[src/seg_snake_pkg.sv]
package seg_snake_pkg;

    localparam int NUM_SEGS = 7;

    // Consecutive high samples before a button counts as pressed
    localparam int DEBOUNCE_DEPTH = 4;

    // Kept short so a simulation covers several ticks quickly
    localparam int TICK_CYCLES = 16;

    localparam int START_TICKS = 3;
    localparam int FALL_TICKS = 1;

    localparam int TICK_CNT_W = $clog2(TICK_CYCLES);

    // Sized for the longer of the two phase waits
    localparam int PHASE_CNT_W =
        $clog2((START_TICKS > FALL_TICKS ? START_TICKS : FALL_TICKS) + 1);

    // Bit n of the segment outputs belongs to index n
    typedef enum logic [2:0] {
        SEG_A = 3'd0,
        SEG_B = 3'd1,
        SEG_C = 3'd2,
        SEG_D = 3'd3,
        SEG_E = 3'd4,
        SEG_F = 3'd5,
        SEG_G = 3'd6
    } seg_idx_t;

    typedef enum logic [1:0] {
        RIGHT = 2'd0,
        LEFT  = 2'd1,
        UP    = 2'd2,
        DOWN  = 2'd3
    } heading_t;

    typedef enum logic [1:0] {
        MODE_INITIAL = 2'd0,
        MODE_MOVING  = 2'd1,
        MODE_FALLING = 2'd2
    } game_mode_t;

    typedef struct packed {
        logic right;
        logic left;
        logic up;
        logic down;
    } btn_pulse_t;

    // remain bit set = segment not yet cleared
    typedef struct packed {
        seg_idx_t              pos;
        heading_t              head;
        logic [NUM_SEGS-1:0]   remain;
    } walk_t;

    localparam walk_t WALK_START = '{pos: SEG_G, head: LEFT, remain: '1};

endpackage

[src/btn_conditioner.sv]
module btn_conditioner (
    input  logic                      clk,
    input  logic                      rst,
    input  logic [3:0]                btn_raw,
    output seg_snake_pkg::btn_pulse_t pulses
);

    import seg_snake_pkg::*;

    logic [DEBOUNCE_DEPTH-1:0] shift [4];
    logic [3:0] level;
    logic [3:0] level_q;

    // Pressed only once the whole window is high
    always_comb begin
        for (int i = 0; i < 4; i++) begin
            level[i] = &shift[i];
        end
    end

    always_ff @(posedge clk or posedge rst) begin
        if (rst) begin
            for (int i = 0; i < 4; i++) begin
                shift[i] <= '0;
            end
            level_q <= '0;
            pulses <= '0;
        end else begin
            for (int i = 0; i < 4; i++) begin
                shift[i] <= {shift[i][DEBOUNCE_DEPTH-2:0], btn_raw[i]};
            end
            level_q <= level;
            // Rising edge of the debounced level
            pulses <= btn_pulse_t'(level & ~level_q);
        end
    end

endmodule

[src/tick_gen.sv]
module tick_gen (
    input  logic clk,
    input  logic rst,
    output logic tick
);

    import seg_snake_pkg::*;

    logic [TICK_CNT_W-1:0] cnt;

    // Game time base as an enable instead of a divided clock
    always_ff @(posedge clk or posedge rst) begin
        if (rst) begin
            cnt <= '0;
            tick <= 1'b0;
        end else if (cnt == TICK_CNT_W'(TICK_CYCLES - 1)) begin
            cnt <= '0;
            tick <= 1'b1;
        end else begin
            cnt <= cnt + 1'b1;
            tick <= 1'b0;
        end
    end

endmodule

[src/game_fsm.sv]
module game_fsm (
    input  logic                                clk,
    input  logic                                rst,
    input  logic                                tick,
    input  seg_snake_pkg::btn_pulse_t           pulses,
    input  logic [seg_snake_pkg::NUM_SEGS-1:0]  remain,
    output seg_snake_pkg::game_mode_t           mode
);

    import seg_snake_pkg::*;

    logic [PHASE_CNT_W-1:0] tick_cnt;
    logic rec_empty;

    // Empty only once all seven bits are clear
    assign rec_empty = (remain == '0);

    always_ff @(posedge clk or posedge rst) begin
        if (rst) begin
            mode <= MODE_INITIAL;
            tick_cnt <= '0;
        end else begin
            case (mode)
                MODE_INITIAL: begin
                    if (tick) begin
                        if (tick_cnt == PHASE_CNT_W'(START_TICKS - 1)) begin
                            mode <= MODE_MOVING;
                            tick_cnt <= '0;
                        end else begin
                            tick_cnt <= tick_cnt + 1'b1;
                        end
                    end
                end
                MODE_MOVING: begin
                    tick_cnt <= '0;
                    if (pulses.down) begin
                        mode <= MODE_FALLING;
                    end
                end
                MODE_FALLING: begin
                    // Fall wait only runs once every segment is gone
                    if (!rec_empty) begin
                        tick_cnt <= '0;
                    end else if (tick) begin
                        if (tick_cnt == PHASE_CNT_W'(FALL_TICKS - 1)) begin
                            mode <= MODE_INITIAL;
                            tick_cnt <= '0;
                        end else begin
                            tick_cnt <= tick_cnt + 1'b1;
                        end
                    end
                end
                default: begin
                    mode <= MODE_INITIAL;
                    tick_cnt <= '0;
                end
            endcase
        end
    end

endmodule

[src/segment_walker.sv]
module segment_walker (
    input  logic                       clk,
    input  logic                       rst,
    input  seg_snake_pkg::game_mode_t  mode,
    input  seg_snake_pkg::btn_pulse_t  pulses,
    output seg_snake_pkg::walk_t       walk
);

    import seg_snake_pkg::*;

    typedef struct packed {
        seg_idx_t pos;
        heading_t head;
    } step_t;

    step_t nxt;
    heading_t hd;

    assign hd = walk.head;

    // Move table where the first matching row wins and down never moves
    always_comb begin
        nxt = '{walk.pos, walk.head};
        case (walk.pos)
            SEG_A: begin
                if (hd == RIGHT && pulses.right) nxt = '{SEG_B, DOWN};
                else if (hd == LEFT && pulses.left) nxt = '{SEG_F, DOWN};
            end
            SEG_B: begin
                if (hd == UP && pulses.left) nxt = '{SEG_A, LEFT};
                else if (hd == DOWN && pulses.right) nxt = '{SEG_G, LEFT};
                else if (hd == DOWN && pulses.up) nxt = '{SEG_C, DOWN};
            end
            SEG_C: begin
                if (hd == UP && pulses.left) nxt = '{SEG_G, LEFT};
                else if (hd == UP && pulses.up) nxt = '{SEG_B, UP};
                else if (hd == DOWN && pulses.right) nxt = '{SEG_D, DOWN};
            end
            SEG_D: begin
                if (hd == RIGHT && pulses.left) nxt = '{SEG_C, UP};
                else if (hd == LEFT && pulses.right) nxt = '{SEG_E, UP};
            end
            SEG_E: begin
                if (hd == UP && pulses.right) nxt = '{SEG_G, RIGHT};
                else if (hd == UP && pulses.up) nxt = '{SEG_F, UP};
                else if (hd == DOWN && pulses.left) nxt = '{SEG_D, RIGHT};
            end
            SEG_F: begin
                if (hd == UP && pulses.right) nxt = '{SEG_A, RIGHT};
                else if (hd == DOWN && pulses.left) nxt = '{SEG_G, RIGHT};
            end
            SEG_G: begin
                if (hd == RIGHT && pulses.left) nxt = '{SEG_B, UP};
                else if (hd == RIGHT && pulses.right) nxt = '{SEG_C, DOWN};
                else if (hd == LEFT && pulses.left) nxt = '{SEG_E, DOWN};
                else if (hd == LEFT && pulses.right) nxt = '{SEG_F, UP};
            end
            default: begin
                nxt = '{SEG_G, LEFT};
            end
        endcase
    end

    always_ff @(posedge clk or posedge rst) begin
        if (rst) begin
            walk <= WALK_START;
        end else if (mode == MODE_INITIAL) begin
            // Start position and a full record for the next round
            walk <= WALK_START;
        end else begin
            walk.pos <= nxt.pos;
            walk.head <= nxt.head;
            // Clear wherever the walker currently sits
            if (mode == MODE_FALLING) begin
                walk.remain[walk.pos] <= 1'b0;
            end
        end
    end

endmodule

[src/seg_display.sv]
module seg_display (
    input  logic                                clk,
    input  logic                                rst,
    input  seg_snake_pkg::game_mode_t           mode,
    input  seg_snake_pkg::walk_t                walk,
    output logic [seg_snake_pkg::NUM_SEGS-1:0]  seg_n
);

    import seg_snake_pkg::*;

    logic [NUM_SEGS-1:0] lit;

    always_comb begin
        lit = '0;
        case (mode)
            MODE_INITIAL: lit[SEG_G] = 1'b1;
            MODE_MOVING: lit[walk.pos] = 1'b1;
            // Steady view of the segments still left
            MODE_FALLING: lit = walk.remain;
            default: lit = '0;
        endcase
    end

    // Active low segments are blank out of reset
    always_ff @(posedge clk or posedge rst) begin
        if (rst) begin
            seg_n <= '1;
        end else begin
            seg_n <= ~lit;
        end
    end

endmodule

[src/seg_snake_top.sv]
module seg_snake_top (
    input  logic                       clk,
    input  logic                       rst,
    input  logic [3:0]                 btn_raw,
    output logic [6:0]                 seg_n,
    output seg_snake_pkg::game_mode_t  mode
);

    import seg_snake_pkg::*;

    btn_pulse_t pulses;
    walk_t walk;
    logic tick;

    btn_conditioner u_btn (
        .clk     (clk),
        .rst     (rst),
        .btn_raw (btn_raw),
        .pulses  (pulses)
    );

    tick_gen u_tick (
        .clk  (clk),
        .rst  (rst),
        .tick (tick)
    );

    game_fsm u_fsm (
        .clk    (clk),
        .rst    (rst),
        .tick   (tick),
        .pulses (pulses),
        .remain (walk.remain),
        .mode   (mode)
    );

    segment_walker u_walker (
        .clk    (clk),
        .rst    (rst),
        .mode   (mode),
        .pulses (pulses),
        .walk   (walk)
    );

    seg_display u_disp (
        .clk   (clk),
        .rst   (rst),
        .mode  (mode),
        .walk  (walk),
        .seg_n (seg_n)
    );

endmodule

[config.mk]
export PLATFORM = sky130hd
export DESIGN_NAME = seg_snake_top
export DESIGN_NICKNAME = d
export VERILOG_FILES = /design/src/seg_snake_pkg.sv /design/src/btn_conditioner.sv /design/src/tick_gen.sv /design/src/game_fsm.sv /design/src/segment_walker.sv /design/src/seg_display.sv /design/src/seg_snake_top.sv
export SDC_FILE = /design/constraint.sdc
export NUM_CORES = 1
export LEC_CHECK = 0
export ABC_CLOCK_PERIOD_IN_PS = 1900
export BUFFER_PORTS_ARGS = -buffer_cell sky130_fd_sc_hd__buf_2
export CELL_PAD_IN_SITES_DETAIL_PLACEMENT = 1
export CELL_PAD_IN_SITES_GLOBAL_PLACEMENT = 1
export CORE_MARGIN = 4
export CORE_UTILIZATION = 43
export DETAILED_ROUTE_END_ITERATION = 16
export GPL_TIMING_DRIVEN = 0
export PLACE_DENSITY = 0.81
export SYNTH_ARGS = -nofsm -noshare
export SYNTH_HDL_FRONTEND = slang
export SYNTH_SLANG_ARGS = --single-unit
[constraint.sdc]
create_clock -name clk -period 1.9 [get_ports clk]
set_clock_uncertainty 0.15 [all_clocks]
set_input_delay 0 -clock clk [delete_from_list [all_inputs] [get_ports clk]]
set_output_delay 0 -clock clk [all_outputs]
set_load 0.01 [all_outputs]
# After elaboration in Yosys (flattened, before gate mapping)
# Index checks and enable logic that the tools add are counted.
[totals]
ff_bits = 52
input_bits = 6
[classes]
n_addsub = 2
n_lt_le_gt_ge = 2
eq_ne = 27
n_mux = 41
bitwise = 5
n_reduce_logical = 24
[ops]
columns = ["operator", "count"]
rows = [
  ["$mux W5", 19],
  ["$pmux W5 S7", 1],
  ["$mux W2", 11],
  ["$reduce_and A4 Y1", 4],
  ["$ne A5 B1 Y1 const B", 3],
  ["$not A7 Y7", 2],
  ["$mux W12", 1],
  ["$ne A2 B2 Y1 const B", 6],
  ["$ne A4 B1 Y1 const B", 3],
  ["$pmux W6 S2", 1],
  ["$logic_and A1 B1 Y1", 11],
  ["$eq A3 B3 Y1 const B", 3],
  ["$eq A2 B2 Y1 const B", 4],
  ["$and A7 B7 Y7", 1],
  ["$logic_not A7 Y1", 1],
  ["$mux W7", 1],
  ["$reduce_and A7 Y1", 1],
  ["$eq A3 B2 Y1 const B", 2],
  ["$logic_not A2 Y1", 3],
  ["$ne A6 B1 Y1 const B", 1],
  ["$pmux W2 S3", 1],
  ["$reduce_and A6 Y1", 1],
  ["$add A4 B1 Y4 const B", 1],
  ["$and A4 B4 Y4", 1],
  ["other kinds (16)", 18],
]

# Depth between registers and ports, before layout
# Gate-level depths: netlist (run 1).
[logic_depth]
depth_word = 8
mapped_depth = 7
ltp_nobuf = 6

# Hierarchy
# From an unflattened synthesis (run 1), not the netlist that was laid out.
[hier_totals]
cells_unflattened = 228
hier_area_um2 = 2596.2
[by_module_without_submodules]
columns = ["mod", "instances", "cells_each", "area_each_um2"]
rows = [
  ["segment_walker", 1, 118, 1009.7],
  ["btn_conditioner", 1, 33, 704.4],
  ["seg_display", 1, 35, 395.4],
  ["game_fsm", 1, 27, 289.0],
  ["tick_gen", 1, 15, 197.7],
]

# Worst setup path after synthesis (run 1)
# No wires, ideal clock.
[synth_path]
path_kind = "flip-flop to flip-flop"
from = "reg u_walker.hd[0] (netlist name)"
to = "reg u_walker.walk[10] (netlist name)"
setup_time_ps = 86
arrival_ps = 1853
required_ps = 1664
setup_slack_ps = -189
stages_incl_launch_ff = 8
path_buffers = 2
period_less_slack_ps = 2089
cell_sequence = "dfstp_2 buf_2 buf_2 o211ai_1 o32a_1 mux2i_1 a21oi_2 o41a_1"
[synth_via]
elab_chain_cells = 7
elab_cells_between_ends = 36
classes_between = "eq/ne (10); mux (14); reduce/logical (12)"
[synth_lines]
columns = ["item", "line_no", "source"]
rows = [
  ["$eq A2 B1 Y1", "n/a", ""],
  ["$logic_and A1 B1 Y1", "segment_walker.sv:27, segment_walker.sv:55", ""],
  ["$mux W5", "segment_walker.sv:55", "else if (hd == LEFT && pulses.left) nxt = '{SEG_E, DOWN};"],
  ["$mux W5", "segment_walker.sv:54", "else if (hd == RIGHT && pulses.right) nxt = '{SEG_C, DOWN};"],
  ["$mux W5", "segment_walker.sv:53", "if (hd == RIGHT && pulses.left) nxt = '{SEG_B, UP};"],
  ["$pmux W5 S7", "segment_walker.sv:24", "case (walk.pos)"],
  ["$mux W12", "segment_walker.sv:67", "end else if (mode == MODE_INITIAL) begin"],
]
# Parallel ways exist; a longest one is shown, timed or not.
# A chain may end at the register's enable or synchronous reset.

# Worst setup path in the final report (run 1)
[layout_path]
from = "reg u_walker.hd[0] (netlist name)"
to = "reg u_walker.walk[10] (netlist name)"
[layout_via]
elab_chain_cells = 7
elab_cells_between_ends = 36
classes_between = "eq/ne (10); mux (14); reduce/logical (12)"
[layout_lines]
columns = ["item", "line_no"]
rows = [
  ["$eq A2 B1 Y1", "n/a"],
  ["$logic_and A1 B1 Y1", "segment_walker.sv:27, segment_walker.sv:55"],
  ["$mux W5", "segment_walker.sv:55"],
  ["$mux W5", "segment_walker.sv:54"],
  ["$mux W5", "segment_walker.sv:53"],
  ["$pmux W5 S7", "segment_walker.sv:24"],
  ["$mux W12", "segment_walker.sv:67"],
]
# Parallel ways exist; a longest one is shown, timed or not.

==> qor.txt, run 1 <==
placed instance count = 321
Final Setup Violations = 7
Core Area = 5540 sq um
layout cells sized above 1 = 28.0%
Yosys top cell area share = 35.6%
Port Buffers = 14
adder-cell area share of the yosys netlist = 5.59%
Layout Nets = 291
Critical Path AT = 2240 ps
max frequency = 464 MHz
initial antenna violation count = 0
Wirelength per Cell = 16.8 um
simple-gate portion of the synthesized area = 18.0%
CP Capture Type = register
failing checks = setup timing
largest net degree at the start of global routing = 32
site row count = 27
final hold vios = 0
Routed Antenna Nets = 0
Non-Filler Instances = 347
drt drc = 0
CP max FO = 10
compound-cell area share of the yosys netlist = 13.8%
CTS Root Cell = clkbuf_8
clk sinks = 52
RSZ-0062 raised after global routing = true
Slew Limit Fails = 0
GP Congestion = 0.846
CP Launch Type = register
CTS tree = done
status = finished, violations left
DP HPWL = 3.79 mm
starting density of the core = 44.4%
Fin Hold WS = 103 ps
total gr overflow = 0
clock latency at the later pin of the worst-skew pair = 300 ps
Max-slew headroom = 67.4%
Tcrit/Tclk final = 113%
max incr delay on CP = 630 ps
P&R area growth vs syn = 22.0%
syn nets = 251
Slew @ Worst Pin = 489 ps
delay-heaviest family, CP = compound AO/OA/AOI/OAI gates
pwr/cell area = 700 nW/um^2
Post-synth ARST share = 100%
Die Y = 83.7 um
1st-iter DRT viols = 136
first-pass GRT wire length = 10.5 mm
main area contributors after synthesis = dfrtp_1 (36%), dfstp_2 (18%), ha_1 (5.6%)
Lkg Pwr = 1.39 nW
DR vias/cell = 5.54
Ant. Diodes = 0
Synth Area in XOR/XNOR = 0.356%
Final Worst Setup Slack = -254 ps
via count = 1924
io pins = 15
Synth Cell Area = 2460 sq um
critical path type = register to register
drt first pass iters = 4
mux contribution to synthesized area = 4.27%
CTS H-tree depth = 2
worst vdd ir = 0.000423 V
GRT Overall Usage = 18.2%
ys flop type = dfrtp_1
die area = 7000 sq um
Post-Synthesis Cells = 234
minimum clock period = 2150 ps
Clock Pin Slew Worst Setup and Hold Paths = 90 ps
maximum clock insertion buffer count = 2
aggregate routed wire length = 5.85 mm
Critical Path, Cell by Cell = buf_6, o211ai_1, o32a_1, mux2i_2, a21oi_4, o41a_1
post-layout util = 54.2%
TritonCTS buffer count = 5
critical path's slowest cell = dfstp_2
Hold WC Path Type = input port to async pin
Synth Register Bits = 52
number of global-route vias before repair = 2105
leading area contributor after synthesis = dfrtp_1
largest family of logic cells by synthesized area = simple AND/OR/NAND/NOR gates
Req. time, crit path = 1990 ps
Seq/Total Area, Yosys = 53.7%
Synth cell types = 44
maxcap violations = 0
Yosys warnings = 0
die width = 83.7 um
Post-synth EDFFs = 0
Avg Synthesized Cell Area = 10.5 sq um
worst path bufs/invs = 1
-- power breakdown --
group	switching (mW)	internal [mW]	total, mW
Clock	0.354	0.526	0.881
Sequential	0.0102	1.13	1.14
Combinational	0.0416	0.0376	0.0792
-- layer usage --
layer | vias up | GRT usage (%) | wire length, um
met5 | - | 0 | 0
met4 | 0 | 6.29 | 138
met3 | 14 | 3.36 | 282
met2 | 52 | 30.0 | 2770
met1 | 964 | 24.1 | 2650
li1 | 894 | - | -
-- flip-flops by register name, indices dropped and copies added (netlist names), 2 cells and up --
register and cells:
u_btn.level_q 4, u_btn.pulses 4, u_btn.shift 16, u_disp.seg_n 7, u_fsm.mode 2, u_fsm.tick_cnt 2
u_tick.cnt 4, u_walker.hd 2, u_walker.walk 10
-- cell usage in the layout (no fill, tap or decap), types with 2 or more instances in the layout --
master	n
nand2_1	30
mux2i_1	7
o211ai_1	3
dfstp_2	17
and4_1	4
and3_1	2
clkbuf_1	5
inv_1	11
nor2_1	12
a31o_2	2
ha_1	10
nor2b_1	10
a32o_1	5
clkbuf_8	5
nand2b_1	5
bufinv_16	2
nand3_1	10
o22ai_1	3
dfrtp_1	35
a21oi_1	12
buf_4	11
buf_2	15
clkbuf_2	7
buf_6	5
dlygate4sd3_1	5
o21ai_0	9
-- metrics by stage --
stage	setup WS, ps	instance area, sq um	total power [mW]	setup TNS (ps)
2_1_floorplan	-139	2470	1.19	-262
5_1_grt	-322	3000	2.18	-2090
6_report	-254	3000	2.10	-1490
3_3_place_gp	-352	2630	1.21	-5850
4_1_cts	-213	2940	2.12	-1060
3_5_place_dp	-355	2650	1.22	-1620
-- cell families (layout without fill, tap and decap cells) --
logic type      after synthesis  in the layout
flops                        52             52
mux                          10             10
fa+ha+maj                    11             11
xor+xnor                      1              1
compound gates               49             49
buf+inv                      27             68
simple gates                 84             84
-- worst register-to-register path, delay by kind of cell, from the launching register on --
family	cells	cell delay, ps
flops	1	630
mux	1	250
compound gates	4	890
buf+inv	1	170
-- area by class of cell --
class                      count  area, sq um
buffer                        13         66.3
clock buffer                   6         72.6
clock inverter                 2         60.1
fill                         622         2540
inverter                      12         45.0
multi-input combinational    155         1080
sequential                    52         1320
tap                           72         90.1
timing repair buffer          35          268
-- worst paths after layout --
path                                 from           endpoint  slack (ps)  cells past startpoint
max                        u_walker.hd[0]  u_walker.walk[10]        -250                      6
min in group clk               btn_raw[2]     u_btn.shift[4]         180                      2
max in group asynchronous             rst   u_walker.walk[6]         890                      4
min reg2reg                u_btn.shift[5]     u_btn.shift[6]         230                      0
min                                   rst    u_btn.shift[10]         100                      3
max reg2reg                u_walker.hd[0]  u_walker.walk[10]        -250                      6
-- what timing repair did --
action                     in CTS  in global routing
resized for setup              11                 16
buffers inserted               12                  3
pin swaps                       1                  0
hold buffers                    5                  0
setup endpoints to repair      16                 11
hold endpoints to repair       40                  0
-- synthesized netlist by cell type (all sizes together), types with 2 or more instances --
| master | number |
|---|---|
| nor3b | 2 |
| nand2b | 5 |
| clkbuf | 13 |
| a32o | 5 |
| nand2 | 30 |
| a31o | 2 |
| a21oi | 13 |
| nand3 | 10 |
| a2111oi | 2 |
| buf | 2 |
| and3 | 2 |
| dfstp | 17 |
| mux2i | 9 |
| ha | 11 |
| o211ai | 3 |
| and4 | 4 |
| nor3 | 2 |
| nor2 | 12 |
| o22ai | 3 |
| o21ai | 10 |
| nor2b | 10 |
| inv | 12 |
| dfrtp | 35 |
(Power assumes the default switching activity.)
==> inputs of run 2 (changes only) <==
--- a/config.mk
+++ b/config.mk
@@ -11,9 +11,11 @@
 export CELL_PAD_IN_SITES_GLOBAL_PLACEMENT = 1
 export CORE_MARGIN = 4
 export CORE_UTILIZATION = 43
+export CTS_CLUSTER_DIAMETER = 60
 export DETAILED_ROUTE_END_ITERATION = 16
 export GPL_TIMING_DRIVEN = 0
 export PLACE_DENSITY = 0.81
+export REMOVE_ABC_BUFFERS = 1
 export SYNTH_ARGS = -nofsm -noshare
 export SYNTH_HDL_FRONTEND = slang
 export SYNTH_SLANG_ARGS = --single-unit
==> qor.txt, run 2 (synthesis results as in run 1) <==
largest net degree at the start of global routing = 32 (unchanged)
Sw Ratio = 20.5% (+1.1 points)
Wirelength per Cell = 16.7 um (-0.74%)
CTS tree = done
Clock Pin Slew Worst Setup and Hold Paths = 90 ps (about the same)
Final Worst Setup Slack = -246 ps (+7.48 ps)
Fin Hold WS = 123 ps (+20.4 ps)
clock latency at the later pin of the worst-skew pair = 290 ps (about the same)
Max-slew headroom = 69.8% (+2.5 points)
CP max FO = 2 (-8)
layout cells sized above 1 = 27.4% (-0.59 points)
GP Congestion = 0.811 (-4.2%)
Switch Pwr = 0.386 mW (-4.9%)
Slew @ Worst Pin = 452 ps (-36.9 ps)
final hold vios = 0 (unchanged)
CTS H-tree depth = 2 (unchanged)
DR vias/cell = 5.68 (+2.4%)
Lkg Pwr = 1.30 nW (-6.3%)
drt first pass iters = 4 (unchanged)
max frequency = 466 MHz (+0.35%)
total gr overflow = 0 (unchanged)
io pins = 15 (unchanged)
most common cell after layout, fill and taps aside = dfrtp_1
Req. time, crit path = 1940 ps (-50 ps)
worst vdd ir = 0.000449 V (+6.3%)
Layout Nets = 275 (-5.5%)
via count = 1879 (-2.3%)
Tcrit/Tclk final = 113% (-0.39 points)
P&R area growth vs syn = 17.2%
aggregate routed wire length = 5.53 mm (-5.3%)
1st-iter DRT viols = 162 (+19%)
minimum clock period = 2150 ps (-7.48 ps)
die width = 83.7 um (unchanged)
largest reg by FF count = u_btn.shift
Comb pwr share = 3.4% (-0.4 points)
worst reg-to-reg path cell count = 5 (-1)
part of the power in registers = 60.6% (+6.3 points)
overall power = 1.89 mW (-10%)
maximum clock insertion buffer count = 2 (unchanged)
initial antenna violation count = 0 (unchanged)
GRT Overall Usage = 16.1% (-2.2 points)
Port Buffers = 14 (unchanged)
Regs by FF count = u_btn.shift x16, u_walker.walk x10, u_disp.seg_n x7
status = finished, violations left
CP Launch Type = register
Critical Path AT = 2190 ps (-50 ps)
critical path type = register to register
Place WS = -418 ps (-63.2 ps)
number of global-route vias before repair = 1947 (-7.5%)
maxcap violations = 0 (unchanged)
DP HPWL = 3.43 mm (-9.5%)
Hold WC Path Type = input port to async pin
Slew Limit Fails = 0 (unchanged)
max reg flops = 16 (unchanged)
drt drc = 0 (unchanged)
pwr/cell area = 654 nW/um^2 (-6.5%)
Final Setup Violations = 7 (unchanged)
Ant. Diodes = 0 (unchanged)
Routed Antenna Nets = 0 (unchanged)
Core Area = 5540 sq um (unchanged)
clk sinks = 52 (unchanged)
CP Capture Type = register
clock share of power = 36.0% (-5.9 points)
sum of negative setup slack = -998 ps (+496 ps)
Die Y = 83.7 um (unchanged)
RSZ-0062 raised after global routing = true
starting density of the core = 44.4% (unchanged)
CTS Root Cell = clkbuf_8
TritonCTS buffer count = 5 (unchanged)
Int Pwr = 1.50 mW (-11%)
failing checks = setup timing
commonest non-fill, non-tap cells in the layout = dfrtp_1 (31), nand2_1 (30), dfstp_2 (16)
site row count = 27 (unchanged)
first-pass GRT wire length = 9.26 mm (-12%)
die area = 7000 sq um (unchanged)
-- run 2: cell count changes in the layout (fill, tap and decap cells not counted), moves of 2 or more --
cell,change
clkbuf_1,-3
dfrtp_1,-4
buf_6,-4
nor2b_1,-2
bufinv_16,-2
clkbuf_2,-7
dfrtp_2,+3
-- run 2: path summary, 6_finish.rpt --
path                             startpoint  slack, ps                 to
min in group clk                 btn_raw[1]        200     u_btn.shift[8]
max in group asynchronous               rst        890  u_walker.walk[11]
min                                     rst        120    u_btn.shift[11]
max reg2reg                u_walker.walk[4]       -250      u_fsm.mode[1]
max                        u_walker.walk[4]       -250      u_fsm.mode[1]
min reg2reg                  u_btn.shift[1]        230     u_btn.shift[2]
-- run 2: final cells by class --
type,count,area (sq um)
Tap cell,72,90.1
Sequential cell,52,1330
Fill cell,628,2660
Multi-Input combinational cell,155,1080
Inverter,12,48.8
Clock buffer,8,101
Timing Repair Buffer,32,234
-- run 2: power by group through the flow --
stage | clock network (mW) | registers [mW] | logic (mW)
2_1_floorplan | 0 | 1.16 | 0.0345
3_3_place_gp | 0 | 1.16 | 0.0463
3_5_place_dp | 0 | 1.16 | 0.0540
4_1_cts | 0.718 | 1.14 | 0.0647
5_1_grt | 0.762 | 1.15 | 0.0736
6_report | 0.679 | 1.14 | 0.0642
-- run 2: repair_timing --
action                     CTS  global route
buffers inserted             7             5
setup endpoints to repair    7            13
gates resized for setup     15             8
pin swaps                    3             1
cloned                       0             0
hold endpoints to repair    41             0
hold buffers                 5             0
-- run 2: worst max-delay path, stage by stage, from the launching register on --
cell	delay (ps)
dfstp_2	380
or4_4	540
nor4_4	180
nand3_1	120
a221o_1	350
mux2_4	310
-- run 2: per-layer routing --
metal / global-route usage (%) / part of all wire (%)
met5: 0 / 0
met4: 3.65 / 1.2
met3: 2.86 / 4.4
met2: 27.8 / 50
met1: 20.9 / 44
-- run 2: per-stage QoR --
| stage | util, % | instances | area (sq um) |
|---|---|---|---|
| 2_1_floorplan | - | 219 | 2400 |
| 3_3_place_gp | 46.3 | 305 | 2560 |
| 4_1_cts | 51.0 | 326 | 2830 |
| 6_report | 52.1 | 331 | 2890 |
| 5_1_grt | 52.1 | 331 | 2890 |
| 3_5_place_dp | 46.6 | 306 | 2580 |
